**src/common/core_pkg.sv**
```systemverilog
package core_pkg;

    // Instruction addresses are word addresses
    localparam int im_addr_bit = 30;

    localparam int data_bit = 32;
    localparam int reg_addr_bit = 5;

    // Data memory geometry
    localparam int dmem_words = 256;
    localparam int dmem_addr_bit = $clog2(dmem_words);

    // Source of the register write data
    typedef enum logic [1:0] {
        wb_alu = 2'd0,  // ALU result
        wb_mem = 2'd1,  // Loaded word
        wb_pc4 = 2'd2,  // Return address
        wb_cp0 = 2'd3   // CP0 read value
    } wb_sel_t;

endpackage

```
**src/common/stage_pkg.sv**
```systemverilog
package stage_pkg;

    import core_pkg::*;

    // Payload handed over by the execute stage
    typedef struct packed {
        logic [im_addr_bit-1:0] pc_4;
        logic regfile_w_en;
        logic [reg_addr_bit-1:0] regfile_req_w;
        logic [data_bit-1:0] alu_data_res;  // Also the memory byte address
        logic [data_bit-1:0] store_data;
        logic mem_read;
        logic mem_write;
        wb_sel_t mux_regfile_data_w;
        logic halt;
        logic [data_bit-1:0] cp0_data;
    } ex_mem_t;

    typedef struct packed {
        logic [im_addr_bit-1:0] pc_4;
        logic regfile_w_en;
        logic [reg_addr_bit-1:0] regfile_req_w;
        logic [data_bit-1:0] alu_data_res;
        logic [data_bit-1:0] datamem_data;
        wb_sel_t mux_regfile_data_w;
        logic halt;
        logic [data_bit-1:0] cp0_data;
    } mem_wb_t;

    // Register file write port
    typedef struct packed {
        logic w_en;
        logic [reg_addr_bit-1:0] addr;
        logic [data_bit-1:0] data;
    } reg_write_t;

endpackage

```
**src/source/writeback_unit.sv**
```systemverilog
module writeback_unit (
    input  logic                      clk,
    input  logic                      rst_n,
    input  logic                      en,
    input  logic                      clear,
    input  stage_pkg::mem_wb_t        wb,
    output stage_pkg::reg_write_t     reg_wr,
    output logic                      halted,
    output logic [core_pkg::data_bit-1:0] retired
);

    import core_pkg::*;

    logic                valid;      // Slot was freshly accepted
    logic                halt_seen;
    logic [data_bit-1:0] wr_data;

    always_comb begin
        case (wb.mux_regfile_data_w)
            wb_mem:  wr_data = wb.datamem_data;
            wb_pc4:  wr_data = {wb.pc_4, 2'b00};  // Back to byte address
            wb_cp0:  wr_data = wb.cp0_data;
            default: wr_data = wb.alu_data_res;
        endcase
    end

    // Register 0 is dropped here, not in the register file
    assign reg_wr.w_en = wb.regfile_w_en && (wb.regfile_req_w != '0);
    assign reg_wr.addr = wb.regfile_req_w;
    assign reg_wr.data = wr_data;

    assign halted = halt_seen | wb.halt;

    always_ff @(posedge clk or negedge rst_n) begin
        if (!rst_n) begin
            valid     <= 1'b0;
            halt_seen <= 1'b0;
            retired   <= '0;
        end else begin
            valid <= en & ~clear;
            if (wb.halt) begin
                halt_seen <= 1'b1;
            end
            // A held slot counts only once
            if (valid && (wb.regfile_w_en || wb.halt)) begin
                retired <= retired + 1'b1;
            end
        end
    end

endmodule

```
**config.mk**
```make
export PLATFORM = sky130hd
export DESIGN_NAME = writeback_unit
export DESIGN_NICKNAME = d
export VERILOG_FILES = /design/src/common/core_pkg.sv /design/src/common/stage_pkg.sv /design/src/source/writeback_unit.sv
export SDC_FILE = /design/constraint.sdc
export NUM_CORES = 1
export LEC_CHECK = 0
export ABC_AREA = 1
export BUFFER_PORTS_ARGS = -buffer_cell sky130_fd_sc_hd__buf_2
export CAP_MARGIN = 20
export CORE_MARGIN = 2
export CORE_UTILIZATION = 43
export CTS_BUF_LIST = sky130_fd_sc_hd__clkbuf_4
export CTS_CLUSTER_SIZE = 8
export DETAILED_ROUTE_END_ITERATION = 7
export HOLD_SLACK_MARGIN = 0.06
export PLACE_DENSITY = 0.86
export SLEW_MARGIN = 20
export SYNTH_ARGS = -nofsm -noshare
export SYNTH_HDL_FRONTEND = slang
export SYNTH_SLANG_ARGS = --single-unit
```
**constraint.sdc**
```tcl
create_clock -name clk -period 4.17 [get_ports clk]
set_clock_uncertainty 0.2 [all_clocks]
set_input_delay 0.834 -clock clk [delete_from_list [all_inputs] [get_ports clk]]
set_output_delay 0.834 -clock clk [all_outputs]
set_load 0.05 [all_outputs]
```
Yosys cells after proc, flatten, opt, wreduce, memory -nomap -nowiden
Cells that the tools add are included.
{"block": "word_totals", "register_bits": 34, "input_bits": 139, "out_inout_bits": 71, "wordCells": 15}
{"block": "op_classes", "add_sub_neg": 1, "n_eq_ne": 3, "n_mux": 1, "bitwise": 3, "reduce_logical": 4}
{"op": "$pmux W32 S3", "n": 1}
{"op": "$add A32 B1 Y32 const B", "n": 1}
{"op": "$reduce_bool A5 Y1", "n": 1}
{"op": "$eq A2 B2 Y1 const B", "n": 2}
{"op": "$eq A2 B1 Y1 const B", "n": 1}
{"op": "$logic_and A1 B1 Y1", "n": 2}
{"op": "$and A1 B1 Y1", "n": 1}
{"op": "$logic_or A1 B1 Y1", "n": 1}
{"op": "$not A1 Y1", "n": 1}
{"op": "$or A1 B1 Y1", "n": 1}

Longest topological paths before layout
{"block": "logic_depth", "depth_word": 2, "depth_mapped": 9}

Worst setup path after synthesis
OpenSTA, ideal clock, no wires.
{"block": "synth_timing", "path_type": "input port to output port", "startpoint": "input port wb[33] (netlist bit)", "endpoint": "output port reg_wr[10] (netlist bit)", "arrival_ns": 1.832, "required_ns": 3.136, "path_slack_ns": 1.304, "stages": 5, "n_path_buf": 1, "cell_sequence": "inv_1 nor2_1 clkbuf_1 nand2_1 nand4_1"}
{"item": "start: declaration", "line": "writeback_unit.sv:6", "source": "input stage_pkg::mem_wb_t wb,"}
{"item": "end: declaration", "line": "writeback_unit.sv:7", "source": "output stage_pkg::reg_write_t reg_wr,"}

==> results.cfg <==
[final_layout]
final_cell_mix = buf_2, nand2_1, nand4_1, inv_1, dfrtp_1
drive_gt1_share_pct = 39.65
fin_nets = 767
area.growth.synth_to_final_pct = 42.20
layout_commonest_cell = buf_2
stdcell_area_mm2 = 0.003857
seq_area_um2 = 850.8
stdcell_count = 707
utilization_pct = 64.02
fill_cells = 582
multi_input_area_mm2 = 0.001623

[clocking]
clkLatencyLatePin_ps = 340
cts_tree = built
clockBufferDepth = 2
root_buffer = clkbuf_4
htreeDepth = 2
cts_made_buffers = 5
postCtsSetupRepairBufs = 0
cts.sinks = 34
clk_pin_slew_ps = 110
cts_hold_buf = 0
ctsResizeCount = 0

[sta]
max_freq_ghz = 0.3036
period_share_pct = 78.99
finalSetupViolations = 0
fin_tns_setup_ps = 0
drv_slew = 0
fin_crit_ps = 3294
fin_ws_ps = 876.0
hold_violations = 0
worst_pin_slew_ps = 760.7
rsz0062_at_grt = false
slew_headroom_pct = 49.29
hold-worst-slack_ps = 268.1

[global_route]
grt_pass1_wl_um = 16770
grt_overflow = 0
globalRouteTotalUtil_pct = 29.94
antenna_found_initial = 4
grt_max_degree = 35
grt_pass1_vias = 3472

[floorplanning]
ios = 210
die_w_um = 83.43
start_util_pct = 45.02
die_y_um = 83.43
core_mm2 = 0.006026
std_cell_rows = 28
dieArea_mm2 = 0.006960

[critical_path]
crit_path_end_kind = primary output
worstPathArrival_ps = 2260
start_kind = input pin
worstPathMaxFanout = 18
worst-setup-path-type = in2out
cp.required_ps = 3140
r2r_slack_ps = 2410

[yosys]
ys_seq_area_share_pct = 31.37
synth_cell_types = 25
syn_nets = 565
synthCells = 425
synth_area_per_cell_um2 = 6.383
ys.warnings.count = 0
syn_area_mm2 = 0.002713
ys_ff_latch = 34

[placed_design]
io_buffers = 209
routabilityCongestion = 0.9502
dp_slack_ps = 888.1
dp_hpwl_um = 8900
placed_cell_area_mm2 = 0.003794
dp.cells = 695

[job]
cap_violations = 0

[power_and_ir_drop]
peakVddDrop_uv = 279.1
p_total_mw = 1.024
p_per_area_mw_per_mm2 = 265.5
p_leak_nw = 2.121

[detailed_routing]
drc = 0
dr.first_iter.drc_count = 171
avgRoutedWirePerCell_um = 15.13
vias_per_cell = 4.994
route.vias.total = 3531
antenna_left = 0
routed_wl_um = 10700
drtPass1Iterations = 4

[status]
status = completed

[hold_path]
hp-class = reg2reg
-- logic make-up (layout without fill, tap and decap cells) --
family,after synthesis,count (layout),share of synthesized area [%]
xor+xnor,21,21,6.780
compound gates,3,3,0.8302
simple gates,308,308,51.57
fa+ha+maj,1,1,0.4612
other cells,0,4,0
buf+inv,58,261,8.994
flops,34,34,31.37
-- power breakdown --
part / internal (mW) / leakage (nW) / total [mW] / switching [mW]
combinational: 0.129 / 1.65 / 0.463 / 0.334
sequential: 0.352 / 0.440 / 0.379 / 0.0275
clock: 0.0698 / 0.0331 / 0.182 / 0.112
total: 0.551 / 2.12 / 1.02 / 0.473
-- per-layer routing --
| layer | share of wire (%) | vias to the layer above | global-route usage (%) | wire length, um |
|---|---|---|---|---|
| met5 | 0 | - | 0 | 0 |
| met4 | 4.2 | 0 | 13.93 | 445 |
| met3 | 6.3 | 32 | 5.070 | 672 |
| met2 | 52 | 147 | 54.47 | 5540 |
| met1 | 38 | 1606 | 33.91 | 4041 |
| li1 | - | 1746 | - | - |
-- cell usage after synthesis --
master,n,area (um^2)
a21oi_1,1,5.000
buf_4,5,37.54
buf_6,1,11.26
clkbuf_1,12,45.04
clkinv_1,1,3.750
dfrtp_1,34,850.8
ha_1,1,12.51
inv_1,37,138.9
inv_2,2,7.510
nand2_1,196,735.7
nand2_2,2,12.51
nand3_1,15,75.07
nand3_2,4,40.04
nand3b_1,2,15.01
nand4_1,39,244.0
nor2_1,28,105.1
nor2_2,7,43.79
nor2_4,7,78.83
nor3_1,4,20.02
nor3_2,1,10.01
o21ai_2,1,8.760
o41ai_1,1,8.760
or2_2,3,18.77
xnor2_1,11,96.34
xor2_1,10,87.58
-- flip-flops by register name (all words and copies together) (netlist names) --
name	flops
valid	1
halt_seen	1
retired	32
-- worst paths after layout --
kind	startpoint	end	cells after the start
max	wb[33]	reg_wr[10]	7
min	halt_seen$_DFFE_PN0P_	halt_seen$_DFFE_PN0P_	1
max reg2reg	retired[1]$_DFFE_PN0P_	retired[24]$_DFFE_PN0P_	8
min reg2reg	halt_seen$_DFFE_PN0P_	halt_seen$_DFFE_PN0P_	1
max in group asynchronous	rst_n	retired[15]$_DFFE_PN0P_	1
min in group asynchronous	rst_n	retired[6]$_DFFE_PN0P_	1
-- layout make-up --
cell class	count	share of cell area [%]
Multi-Input combinational cell	333	42.07
Timing Repair Buffer	213	27.89
Sequential cell	34	22.06
Inverter	40	3.892
Tap cell	75	2.433
Clock buffer	6	1.168
Antenna cell	4	0.2595
Clock inverter	2	0.2271
-- worst max-delay path, stage by stage --
cell and delay (ps):
buf_2 100, inv_1 60, nor2_2 450, buf_4 330, nand2_1 90, nand4_1 110, buf_2 270
Note: power is estimated with default switching activity, not from simulation.
