[config.mk]
export PLATFORM = sky130hd
export DESIGN_NAME = mem_wb_reg
export DESIGN_NICKNAME = d
export VERILOG_FILES = /design/src/common/core_pkg.sv /design/src/common/stage_pkg.sv /design/src/source/mem_wb_reg.sv
export SDC_FILE = /design/constraint.sdc
export NUM_CORES = 1
export LEC_CHECK = 0
export BUFFER_PORTS_ARGS = -buffer_cell sky130_fd_sc_hd__clkbuf_2
export CORE_UTILIZATION = 35
export DETAILED_ROUTE_END_ITERATION = 10
export GPL_ROUTABILITY_DRIVEN = 0
export PLACE_DENSITY_LB_ADDON = 0.12
export SYNTH_ARGS = -nofsm -noshare
export SYNTH_HDL_FRONTEND = slang
export SYNTH_SLANG_ARGS = --single-unit
[constraint.sdc]
create_clock -name clk -period 0.8 [get_ports clk]
set_input_delay 0.04 -clock clk [delete_from_list [all_inputs] [get_ports clk]]
set_output_delay 0.04 -clock clk [all_outputs]
set_load 0.005 [all_outputs]
[src/common/core_pkg.sv]
package core_pkg;

    // Instruction addresses are word addresses
    localparam int im_addr_bit = 30;

    localparam int data_bit = 32;
    localparam int reg_addr_bit = 5;

    // Data memory geometry
    localparam int dmem_words = 256;
    localparam int dmem_addr_bit = $clog2(dmem_words);

    // Source of the register write data
    typedef enum logic [1:0] {
        wb_alu = 2'd0,  // ALU result
        wb_mem = 2'd1,  // Loaded word
        wb_pc4 = 2'd2,  // Return address
        wb_cp0 = 2'd3   // CP0 read value
    } wb_sel_t;

endpackage

[src/common/stage_pkg.sv]
package stage_pkg;

    import core_pkg::*;

    // Payload handed over by the execute stage
    typedef struct packed {
        logic [im_addr_bit-1:0] pc_4;
        logic regfile_w_en;
        logic [reg_addr_bit-1:0] regfile_req_w;
        logic [data_bit-1:0] alu_data_res;  // Also the memory byte address
        logic [data_bit-1:0] store_data;
        logic mem_read;
        logic mem_write;
        wb_sel_t mux_regfile_data_w;
        logic halt;
        logic [data_bit-1:0] cp0_data;
    } ex_mem_t;

    typedef struct packed {
        logic [im_addr_bit-1:0] pc_4;
        logic regfile_w_en;
        logic [reg_addr_bit-1:0] regfile_req_w;
        logic [data_bit-1:0] alu_data_res;
        logic [data_bit-1:0] datamem_data;
        wb_sel_t mux_regfile_data_w;
        logic halt;
        logic [data_bit-1:0] cp0_data;
    } mem_wb_t;

    // Register file write port
    typedef struct packed {
        logic w_en;
        logic [reg_addr_bit-1:0] addr;
        logic [data_bit-1:0] data;
    } reg_write_t;

endpackage

[src/source/mem_wb_reg.sv]
module mem_wb_reg (
    input  logic               clk,
    input  logic               rst_n,
    input  logic               en,
    input  logic               clear,
    input  stage_pkg::mem_wb_t d,
    output stage_pkg::mem_wb_t q
);

    // Flush wins over stall
    always_ff @(posedge clk or negedge rst_n) begin
        if (!rst_n) begin
            q <= '0;
        end else if (clear) begin
            q <= '0;  // Bubble
        end else if (en) begin
            q <= d;
        end
    end

    // A flushed slot must never reach the register file
    a_clear_kills_write : assert property (
        @(posedge clk) disable iff (!rst_n)
        clear |=> !q.regfile_w_en
    );

endmodule

# Yosys cells after proc, flatten, opt, wreduce, memory -nomap -nowiden
# Index checks and enable logic that the tools add are counted.
# Widths: inputs -> output; s select.
# totals
out_inout_bits,135
romBits,0
memories,0
latch_bits,0
wordCells,11
in_bits,139
register_bits,135
ramBits,0
# classes
div,0
n_bitwise,0
addsub,0
n_lt_le_gt_ge,0
n_mux,2
shifts,0
eq_ne,0
n_mul,0
n_reduce_logical,1
# op_table
op,count
$mux 135,2
$reduce_bool 2->1,1

# Depth between registers and ports, before layout
# Gate-level depths: netlist of run 1.
# logic_depth
depth_word,2
ltp_mapped,5
mapped_depth_nobuf,2

# Least setup slack after synthesis of run 1
# No wires, ideal clock.
# synth_timing
path_kind,input to register
start,in en
end,reg q[100] (netlist name)
path_slack_ns,-0.031
setup_ns,0.121
arrival_time_ns,0.710
path_stages,5
required_ns,0.679
n_path_buf,3
cell_sequence,buf_4 buf_6 buf_6 mux2i_1 nor2_1
# synth_between
elab_chain_len,1
# synth_rtl
element,line_no,text
start: declaration,mem_wb_reg.sv:4,"input logic en,"
$reduce_bool 2->1 (no line),--,
end signal: assignment,mem_wb_reg.sv:13,q <= '0;
end signal: assignment,mem_wb_reg.sv:15,q <= '0;
end signal: assignment,mem_wb_reg.sv:17,q <= d;
end: declaration,mem_wb_reg.sv:7,output stage_pkg::mem_wb_t q
# Every way passes these cells.
# A chain may end at the register's enable or synchronous reset.

# Worst setup path after layout of run 1
# layout_timing
start,reg q[54] (netlist name)
end,out q[54] (netlist name)
# No word-level cell between the ends.

==> results list, run 1 <==
- GRT Max-Usage Layer: met2
* Category of the worst setup path capture point: output pin
* Post-synthesis cell type with the largest combined area: sky130_fd_sc_hd__dfrtp_1
- The first global-routing pass estimated 25520 µm of wire.
* Detailed Place HPWL: 9919 µm
- Worst min-delay path category: input pin to async pin
- The detail route stage leaves a number of antenna-violating nets equal to 0.
* Maximum fanout count along the critical path: 2
- Die area: 16040 µm²
* Crit-path leading delay family: flip-flops
- TritonCTS built the clock tree.
* Count of cell types in the netlist: 7
- Summed area of non-filler cells in the final layout: 9567 µm²
* Kind of critical path: flip-flop to output pin
- The count of pins over their slew limit came to 0.
- From bottom edge to top edge, the die measures 126.6 µm.
- Registers with the most flip-flops: q x135
- For met3 alone, demand over resource in global routing was 0.05863.
- Detailed-route vias per instance: 4.525
- Sum of internal, switching and leakage power: 18.26 mW
- DRT iter0 DRCs: 148
* Arr. time, crit path: 0.94 ns
- After layout, the minimum clock period comes to 0.9813 ns.
* Wire length per cell after detailed routing: 14.93 µm
* Final-layout worst hold slack: -0.007897 ns
- Die Width: 126.6 µm
- After clock tree synthesis, the clock-pin slew on the worst setup and hold paths is 0.06 ns.
* Total via count in the routed design: 5014
* Actual slew at the worst max-slew pin: 0.3604 ns
- Flip-flop count of the largest register after layout: 135
* Count of nets after finishing: 1046
- Mapped Cells: 435
* FF-to-FF setup slack: -0.15 ns
* Largest net degree at the start of global routing: 66
- CTS sink cnt: 135
* Final Hold Vio Count: 4
- The number of nets in the synthesized netlist is 574.
- Once layout is complete, the utilization of the core stands at 0.6293.
* Number of placement rows: 45
* Number of levels in the clock H-tree: 4
- The run finished, with violations left.
- Cts-stage hold buffer count: 138
- The number of global-route vias before repair came to 5152.
- Pwr Density: 1909 nW/µm²
* Filler cell count in the final layout: 1174
- Across the run, the number of max-cap violations was 0.
* Global-route congestion overflow total: 0
- Layout cell share with drive strength beyond 1: 0.4130
- Crit path buf inv count: 1
- Synthesis warning total: 0
* Clk root buf: sky130_fd_sc_hd__clkbuf_16
* Delay of the slowest cell on the worst path: 0.39 ns
- GR met1 Demand/Resource: 0.2326
- Worst setup SP type: flip-flop
- The final layout contains routed wiring with a total length of 16550 µm.
- Overall routing resource usage: 0.2059
- The largest individual stage delay along the critical path comes from the cell sky130_fd_sc_hd__dfrtp_1.
- Number of buffers created by CTS: 17
- Largest buffer count on any clock path: 2
- Worst endpoint required time: 0.76 ns
- Combinational Power Share: 0.155
- For this design the top-level I/O count stands at 274.
- Summed over all nets, the switching power comes to 4.344 mW.
* Relative slew slack: 0.7598
- The repair_antennas step left the layout with diodes totalling 0.
- Sequential fraction of design power: 0.407
- Total core area: 15200 µm²
* Setup-failing EPs final: 158
* # DRC: 0
- For this run, the register share of the synthesized area comes to 0.6214.
* Post-synthesis sequential element count: 135
- RSZ-0062 raised after global routing: true
* Clock latency reported for the late side of the worst-skew pair: 0.41 ns
- Met2 Usage GRT: 0.3601
- The placed instances occupy a cell area of 7114 µm².
* Combined area of all synthesized cells: 5436 µm²
- The checks that failed: negative hold slack, negative setup slack.
- By area the synthesized netlist is led by sky130_fd_sc_hd__dfrtp_1 62%, sky130_fd_sc_hd__mux2i_1 25%, sky130_fd_sc_hd__nor2_1 9.3%.
* Highest Clock Rate: 1019 MHz
- Fraction of synthesized cell area taken by the top area cell type: 0.6214
- Cell Chain, Critical Path: clkbuf_2
- Max Clock Skew: 0 ns
- Buffers added on ports: 273
- Summed over all cells, the static leakage comes to 5.297 nW.
* Antenna violations before repair: 0
- Internal: 13.92 mW
- Syn_area_per_cell: 12.50 µm²
- The share of total power dissipated in the clock network is 0.437.
- The first detailed-routing pass ran for 4 iterations.
- Initial standard-cell utilization of the core: 0.3576
* Max IR drop VDD: 0.001362 V
- The register with the most flip-flops in the final layout is q.
- Across all setup checks in the final design, the least slack found is -0.1813 ns.
* Signed area change from the synthesized netlist to the final layout: 75.97%
- Of the total power, the share spent switching nets is 0.2379.
* Final Cycle Share: 1.227
[final timing paths]
kind	start	endpoint	cells past startpoint
worst min-delay path	rst_n	q[100]	2
min in group clk	en	q[32]	3
max in group asynchronous	rst_n	q[67]	3
worst min register to register	q[85]	q[85]	2
worst max register to register	q[51]	q[51]	4
worst max-delay path	q[54]	q[54]	1
[cell usage after synthesis]
cell type and count:
sky130_fd_sc_hd__nor2_1 135, sky130_fd_sc_hd__buf_2 7, sky130_fd_sc_hd__mux2i_1 135, sky130_fd_sc_hd__buf_6 6, sky130_fd_sc_hd__buf_4 9, sky130_fd_sc_hd__clkbuf_1 8
sky130_fd_sc_hd__dfrtp_1 135
[routing by layer]
layer	vias up	routed length, µm	share of wire
met1	2394	6654	0.40
li1	2385	-	-
met3	38	1068	0.065
met5	-	0	0
met2	197	8369	0.51
met4	0	453	0.027
[power groups by stage]
stage | registers [mW] | clock network (mW) | logic (mW)
after global placement | 7.53 | 0 | 1.99
final | 7.44 | 7.98 | 2.84
after detailed placement | 7.54 | 0 | 2.02
after global routing | 7.48 | 8.47 | 3.09
after floorplan | 7.56 | 0 | 0.877
after CTS | 7.43 | 8.15 | 2.66
[stage by stage]
stage                     instances  worst slack (ns)  setup TNS, ns  hold WS, ns
final                          1108           -0.1813         -21.30    -0.007897
after global routing           1108           -0.2240         -28.74    -0.001712
after CTS                      1076           -0.2003         -23.14      0.01751
after detailed placement        883           -0.1111         -7.463      -0.1227
after global placement          883          -0.07163         -4.128      -0.1246
after floorplan                 435           0.02812              0      -0.2556
[placed cells by master, fill, tap and decap left out, drive strengths merged]
cell type	count
buf	78
bufinv	3
clkinv	4
nor2	135
dlygate4sd3	137
clkbuf	288
dfrtp	135
clkinvlp	5
mux2i	135
[area by class of cell]
class | count | area [µm²] | area share
Timing Repair Buffer | 483 | 3476 | 0.3633
Tap cell | 188 | 235.2 | 0.02459
Sequential cell | 135 | 3378 | 0.3531
Clock buffer | 20 | 456.7 | 0.04774
Multi-Input combinational cell | 270 | 1869 | 0.1954
Clock inverter | 12 | 151.4 | 0.01583
[worst register-to-register path, cell delays in order (launching register included)]
cell	delay [ns]
sky130_fd_sc_hd__dfrtp_1	0.39
sky130_fd_sc_hd__buf_4	0.14
sky130_fd_sc_hd__buf_6	0.10
sky130_fd_sc_hd__mux2i_1	0.14
sky130_fd_sc_hd__nor2_1	0.07
[repair_timing]
action                                  4_1_cts  5_1_grt
hold endpoints to repair                    270        4
endpoints found under the setup margin      135      163
cloned                                        0        0
pin swaps                                     0       18
setup buffers                                23       40
resized for setup                             0       16
[logic make-up after synthesis]
family                 after synthesis  synth area share
buffers and inverters               30           0.03682
muxes                              135            0.2486
DFF                                135            0.6214
and+or+nand+nor                    135           0.09321
Note: power is estimated with default switching activity, not from simulation.
==> run 2: changes to the inputs <==
- BUFFER_PORTS_ARGS: -buffer_cell sky130_fd_sc_hd__clkbuf_2 -> -buffer_cell sky130_fd_sc_hd__buf_4
- clock period: 0.8 -> 1.15 ns (I/O delays scaled with it)
==> results list, run 2 (synthesis results as in run 1) <==
- Setup repair bufs after CTS: 0
- The detail route stage leaves a number of antenna-violating nets equal to 0.
- In this run the tool buffered the top-level ports with 273 buffer cells.
- Counting both buffers and inverters, the worst setup path holds a total of 1.
- Cell depth of the worst flop-to-flop path: 2
* Floorplan die height: 126.6 µm
- The core region is 15200 µm².
* Actual slew at the worst max-slew pin: 0.3879 ns
* Overall routing resource usage: 0.2040
- The routed design has 15950 µm of wire.
- Clock transition at the registers of the reported paths: 0.06 ns
- Relative slew slack: 0.7414
- Signed area change from the synthesized netlist to the final layout: 79.77%
* Layout cell share with drive strength beyond 1: 0.3717
- DRT iter0 DRCs: 185
* Total via count in the routed design: 4725
* Worst setup SP type: flip-flop
* Registers with the most flip-flops: q x135
- TritonCTS built the clock tree.
* Antenna diode count: 0
- DP Worst Slack: 0.1829 ns
- Pwr Density: 1355 nW/µm²
- Along the worst path, the maximum fanout reaches 2.
- In this run the worst hold path is classified as input pin to async pin.
* Largest net degree at the start of global routing: 70
* Count of nets after finishing: 987
- Final Cycle Share: 0.8821
- The count of pins over their slew limit is 0.
- From left edge to right edge, the die measures 126.6 µm.
* Highest Clock Rate: 985.8 MHz
- Setup repair after global routing left no endpoint under its margin.
- The sequential cells in the finished layout cover a total of 3378 µm².
- Clk root buf: sky130_fd_sc_hd__clkbuf_16
* Commonest cells after routing, fill and taps aside: 278 x sky130_fd_sc_hd__buf_4, 137 x sky130_fd_sc_hd__dlygate4sd3_1, 135 x sky130_fd_sc_hd__nor2_1, 135 x sky130_fd_sc_hd__dfrtp_1, 133 x sky130_fd_sc_hd__mux2i_1
- Kind of critical path: flip-flop to output pin
- Largest Register: q
* Reg-to-reg endpoint: q[3]
- The number of antenna violations at the first check in global routing was 0.
- The worst-case IR drop observed on VDD is 0.0009284 V.
- After global routing the overflow that remains totals 0.
- For this configuration, the core starts out at a cell density of 0.3576.
- FF-to-FF setup slack: 0.39 ns
- Max Clock Skew: 0 ns
* Detailed Place HPWL: 10170 µm
* Area taken by multi-input logic gates: 1866 µm²
- Pin placement for this block handled 274 I/O pins.
* Number of levels in the clock H-tree: 4
- Fin worst setup slack: 0.1356 ns
- The register with the most flip-flops in the layout has 135 of them.
- Filler cell count in the final layout: 1160
* Setup-failing EPs final: 0
- The first global-routing pass estimated 25190 µm of wire.
- Number of global-route vias before repair: 5015
- The largest individual stage delay along the critical path comes from the cell sky130_fd_sc_hd__dfrtp_1.
- In the final routed layout, each cell accounts on average for 15.21 µm.
- The most critical setup path has its startpoint at q[3].
- Clock tree synthesis inserted a total of 17 buffers.
- The clock passes through at most 2 buffers.
- The clock period could shrink to 1.014 ns.
* Category of the worst setup path capture point: output pin
- The first TritonRoute pass finished after 4 iterations.
- Die area: 16040 µm²
- Final Hold Vio Count: 0
- Following the worst setup path forward leads to its endpoint at q[3].
- Number of placement rows: 45
- Clock latency on the worst-skew pair, taken at its later pin, is 0.41 ns.
- In this run the number of cells on the critical path is 1.
- Data on the critical path arrives at its endpoint at 0.96 ns.
* Detailed-route vias per instance: 4.504
- After detailed routing, the number of remaining DRC violations is 0.
- For the final routed database, the setup TNS stands at 0 ns.
- CTS sink cnt: 135
- Cell Chain, Critical Path: buf_4
- Leakage: 5.207 nW
* Crit-path leading delay family: flip-flops
* Worst endpoint required time: 1.09 ns
* Most frequent standard cell in the layout excluding fill and tap cells: sky130_fd_sc_hd__buf_4
- Across the run, the number of max-cap violations was 0.
- Critical R2R Launch: q[3]
- Delay of the slowest cell on the worst path: 0.40 ns
* Result of the run: complete, no violations
==> run 2: changes by cell type in the layout (fill, tap and decap cells not counted), sizes merged <==
cell	change
bufinv	+2
clkinv	+1
clkinvlp	-3
dlymetal6s4s	+1
buf	+208
clkbuf	-268
==> run 2: final cells by class <==
cell class,count,share of cell area
clock buffers,20,0.04775
clock inverters,12,0.02023
multi-input cells,270,0.1909
flip-flops and latches,135,0.3457
well taps,188,0.02407
repair buffers,424,0.3714
==> run 2: what timing repair did <==
| item | CTS | global route |
|---|---|---|
| hold buffers | 138 | 0 |
| setup endpoints to repair | 0 | 10 |
| gates resized for setup | 0 | 4 |
| hold endpoints to repair | 270 | 0 |
==> run 2: worst min-delay path by stage <==
stage / depth (start not counted) / slack, ns / to
3_3_place_gp: 2 / 0.12 / q[79]
4_1_cts: 3 / 0.22 / q[79]
2_1_floorplan: 0 / -0.24 / q[0]
6_report: 3 / 0.23 / q[79]
5_1_grt: 3 / 0.25 / q[82]
3_5_place_dp: 2 / 0.11 / q[79]
==> run 2: metrics by stage <==
step,hold WS [ns],instance area (µm²),utilization,total power [mW],instances
after floorplan,-0.2381,5436,-,5.856,435
after global placement,0.1162,7710,0.5072,6.856,879
after detailed placement,0.1125,7710,0.5072,6.896,879
after CTS,0.2240,9756,0.6417,13.37,1049
after global routing,0.2496,9773,0.6429,13.81,1049
final,0.2253,9773,0.6429,13.24,1049
==> run 2: layer usage <==
layer	up-vias	track usage	wire, µm
met4	0	0.09072	349
met1	2235	0.2399	6655
met2	203	0.3412	7763
li1	2259	-	-
met3	28	0.06622	1183
met5	-	0	0
==> run 2: power breakdown <==
group | switching [mW] | internal [mW] | leakage, nW
Sequential | 0.158 | 5.02 | 1.79
Clock | 2.01 | 4.02 | 0.322
Combinational | 0.778 | 1.25 | 3.09
==> run 3: changes to the inputs <==
- CORE_UTILIZATION: 35 -> 49
==> results list, run 3 (synthesis results as in run 1) <==
- The library cell used most frequently in the layout, excluding fill and tap cells, is sky130_fd_sc_hd__buf_4.
- The cell sitting at the root of the clock tree is a sky130_fd_sc_hd__clkbuf_8.
- The run finished, with violations left.
* Global-route congestion overflow total: 0
* Die area: 11520 µm²
- Entering global routing, the biggest net connects 81 pins.
- Detailed Place HPWL: 10170 µm
- Max Clock Skew: 0 ns
- Number of buffers created by CTS: 17
* Detailed-route vias per instance: 5.063
- Floorplan die height: 107.3 µm
* Die Width: 107.3 µm
- Detailed Routing Iterations Pass 1: 4
* Summed area of non-filler cells in the final layout: 9697 µm²
* Count of nets after finishing: 997
* Relative slew slack: 0.7659
- Antenna diode count: 0
- The count of nets left with antenna violations once routing finished came out at 0.
- TritonCTS built the clock tree.
* Fin worst setup slack: 0.007092 ns
* Worst min-delay path category: input pin to async pin
- Number of max-slew violations in the final report: 0
- The hold violation total from the final report was 14.
- Hold timing on the final database bottoms out at a slack of -0.01004 ns.
- Largest buffer count on any clock path: 2
- Initial standard-cell utilization of the core: 0.5015
- Clock-pin slew was measured on the worst setup and hold paths at 0.06 ns.
- Maximum Capacitance Violations: 0
- Together, buffers and inverters on the worst path number 1.
- In this run the cell area measured after placement is 7687 µm².
- Among all stages on the critical path, the largest delay is contributed by sky130_fd_sc_hd__dfrtp_1.
- In this run the power density over the cells is 1270 nW/µm².
- Worst setup SP type: flip-flop
- Overall routing resource usage: 0.3376
- After detailed routing, the number of remaining DRC violations is 0.
* Commonest cells after routing, fill and taps aside: 279 x sky130_fd_sc_hd__buf_4, 138 x sky130_fd_sc_hd__dlygate4sd3_1, 135 x sky130_fd_sc_hd__mux2i_1, 135 x sky130_fd_sc_hd__nor2_1, 135 x sky130_fd_sc_hd__dfrtp_1
* DRT iter0 DRCs: 240
- Violated checks: negative hold slack
- For the pin with the worst max-slew slack, the measured transition is 0.3512 ns.
- Worst endpoint required time: 1.09 ns
- Num ports: 274
- RSZ-0062 raised after global routing: true
- Antenna violations before repair: 0
* Final Cycle Share: 0.9938
- Static timing analysis puts the maximum clock frequency at 875.0 MHz.
* Arr. time, crit path: 1.09 ns
- Of the cells placed in the final design, the portion with a size suffix greater than 1 is 0.3724.
* Signed area change from the synthesized netlist to the final layout: 78.37%
- Max IR drop VDD: 0.001229 V
* Wire length of the first global-routing pass: 28900 µm
* Delay of the slowest cell on the worst path: 0.43 ns
- Maximum fanout count along the critical path: 2
* Crit-path leading delay family: flip-flops
- The setup path with the least slack is of type flip-flop to output pin.
* Number of global-route vias before repair: 5542
* Largest Register: q
* Wire length per cell after detailed routing: 19.04 µm
- Prior to clock tree synthesis, the placed netlist has a worst setup slack of 0.1530 ns.
- In the final layout, the registers with the most flip-flops are q x135.
- Number of levels in the clock H-tree: 4
* Clock latency reported for the late side of the worst-skew pair: 0.52 ns
* Leakage: 5.205 nW
- Buffers placed on the I/O ports in this run total 273.
* Flip-flop count of the largest register after layout: 135
- The clock drives 135 sinks.
- The initialized floorplan defines 38 standard-cell rows.
* Total length of routed wires: 19230 µm
* Category of the worst setup path capture point: output pin
- Cell Chain, Critical Path: buf_6
- Total core area: 10840 µm²
- Setup violations remaining at the end of the flow were counted as 0.
* Final critical delay including setup and external delays: 1.143 ns
- The detailed router placed 5114 vias in this run.
run 3: final timing paths:
check,from,end,slack [ns],depth (start not counted)
worst max-delay path,q[112],q[112],0.007,1
worst min-delay path,rst_n,q[97],-0.01,2
worst max register to register,q[131],q[131],0.21,3
worst min register to register,q[119],q[119],0.53,2
max in group asynchronous,rst_n,q[132],0.22,3
min in group clk,clear,q[38],0.02,3
run 3: metrics by stage:
step / total power, mW / hold WS (ns) / util / instances / TNS (ns)
floorplan: 5.856 / -0.2381 / - / 435 / 0
detailed placement: 6.905 / -0.0002041 / 0.7091 / 831 / 0
finish: 12.32 / -0.01004 / 0.8945 / 1010 / 0
global placement: 6.852 / -0.0007585 / 0.7091 / 831 / 0
CTS: 12.16 / -0.01511 / 0.8855 / 1000 / 0
global route: 12.74 / 0.01267 / 0.8945 / 1010 / -0.04290
run 3: cell type report:
class                      count  area (µm²)
timing repair buffer         434        3755
sequential                   135        3378
multi-input combinational    270        1858
fill                         441        1144
clock buffer                  22       452.9
tap                          140       175.2
clock inverter                 9       77.57
run 3: repair_timing:
action / in CTS / in global routing
endpoints found under the setup margin: 0 / 16
hold endpoints to repair: 270 / 0
setup buffers: 0 / 10
hold buffers: 138 / 0
resized for setup: 0 / 6
run 3: power by group:
part / internal (mW) / leakage, nW / switching (mW)
clock network: 2.95 / 0.256 / 1.99
registers: 5.02 / 1.79 / 0.181
logic: 1.29 / 3.16 / 0.880
total: 9.26 / 5.21 / 3.06
run 3: layer usage:
layer,GRT usage,wire length (µm),vias up,part of all wire
met1,0.3756,7041,2485,0.37
li1,-,-,2282,-
met4,0.1977,875,0,0.045
met3,0.07869,1324,67,0.069
met2,0.5903,9991,280,0.52
met5,0,0,-,0
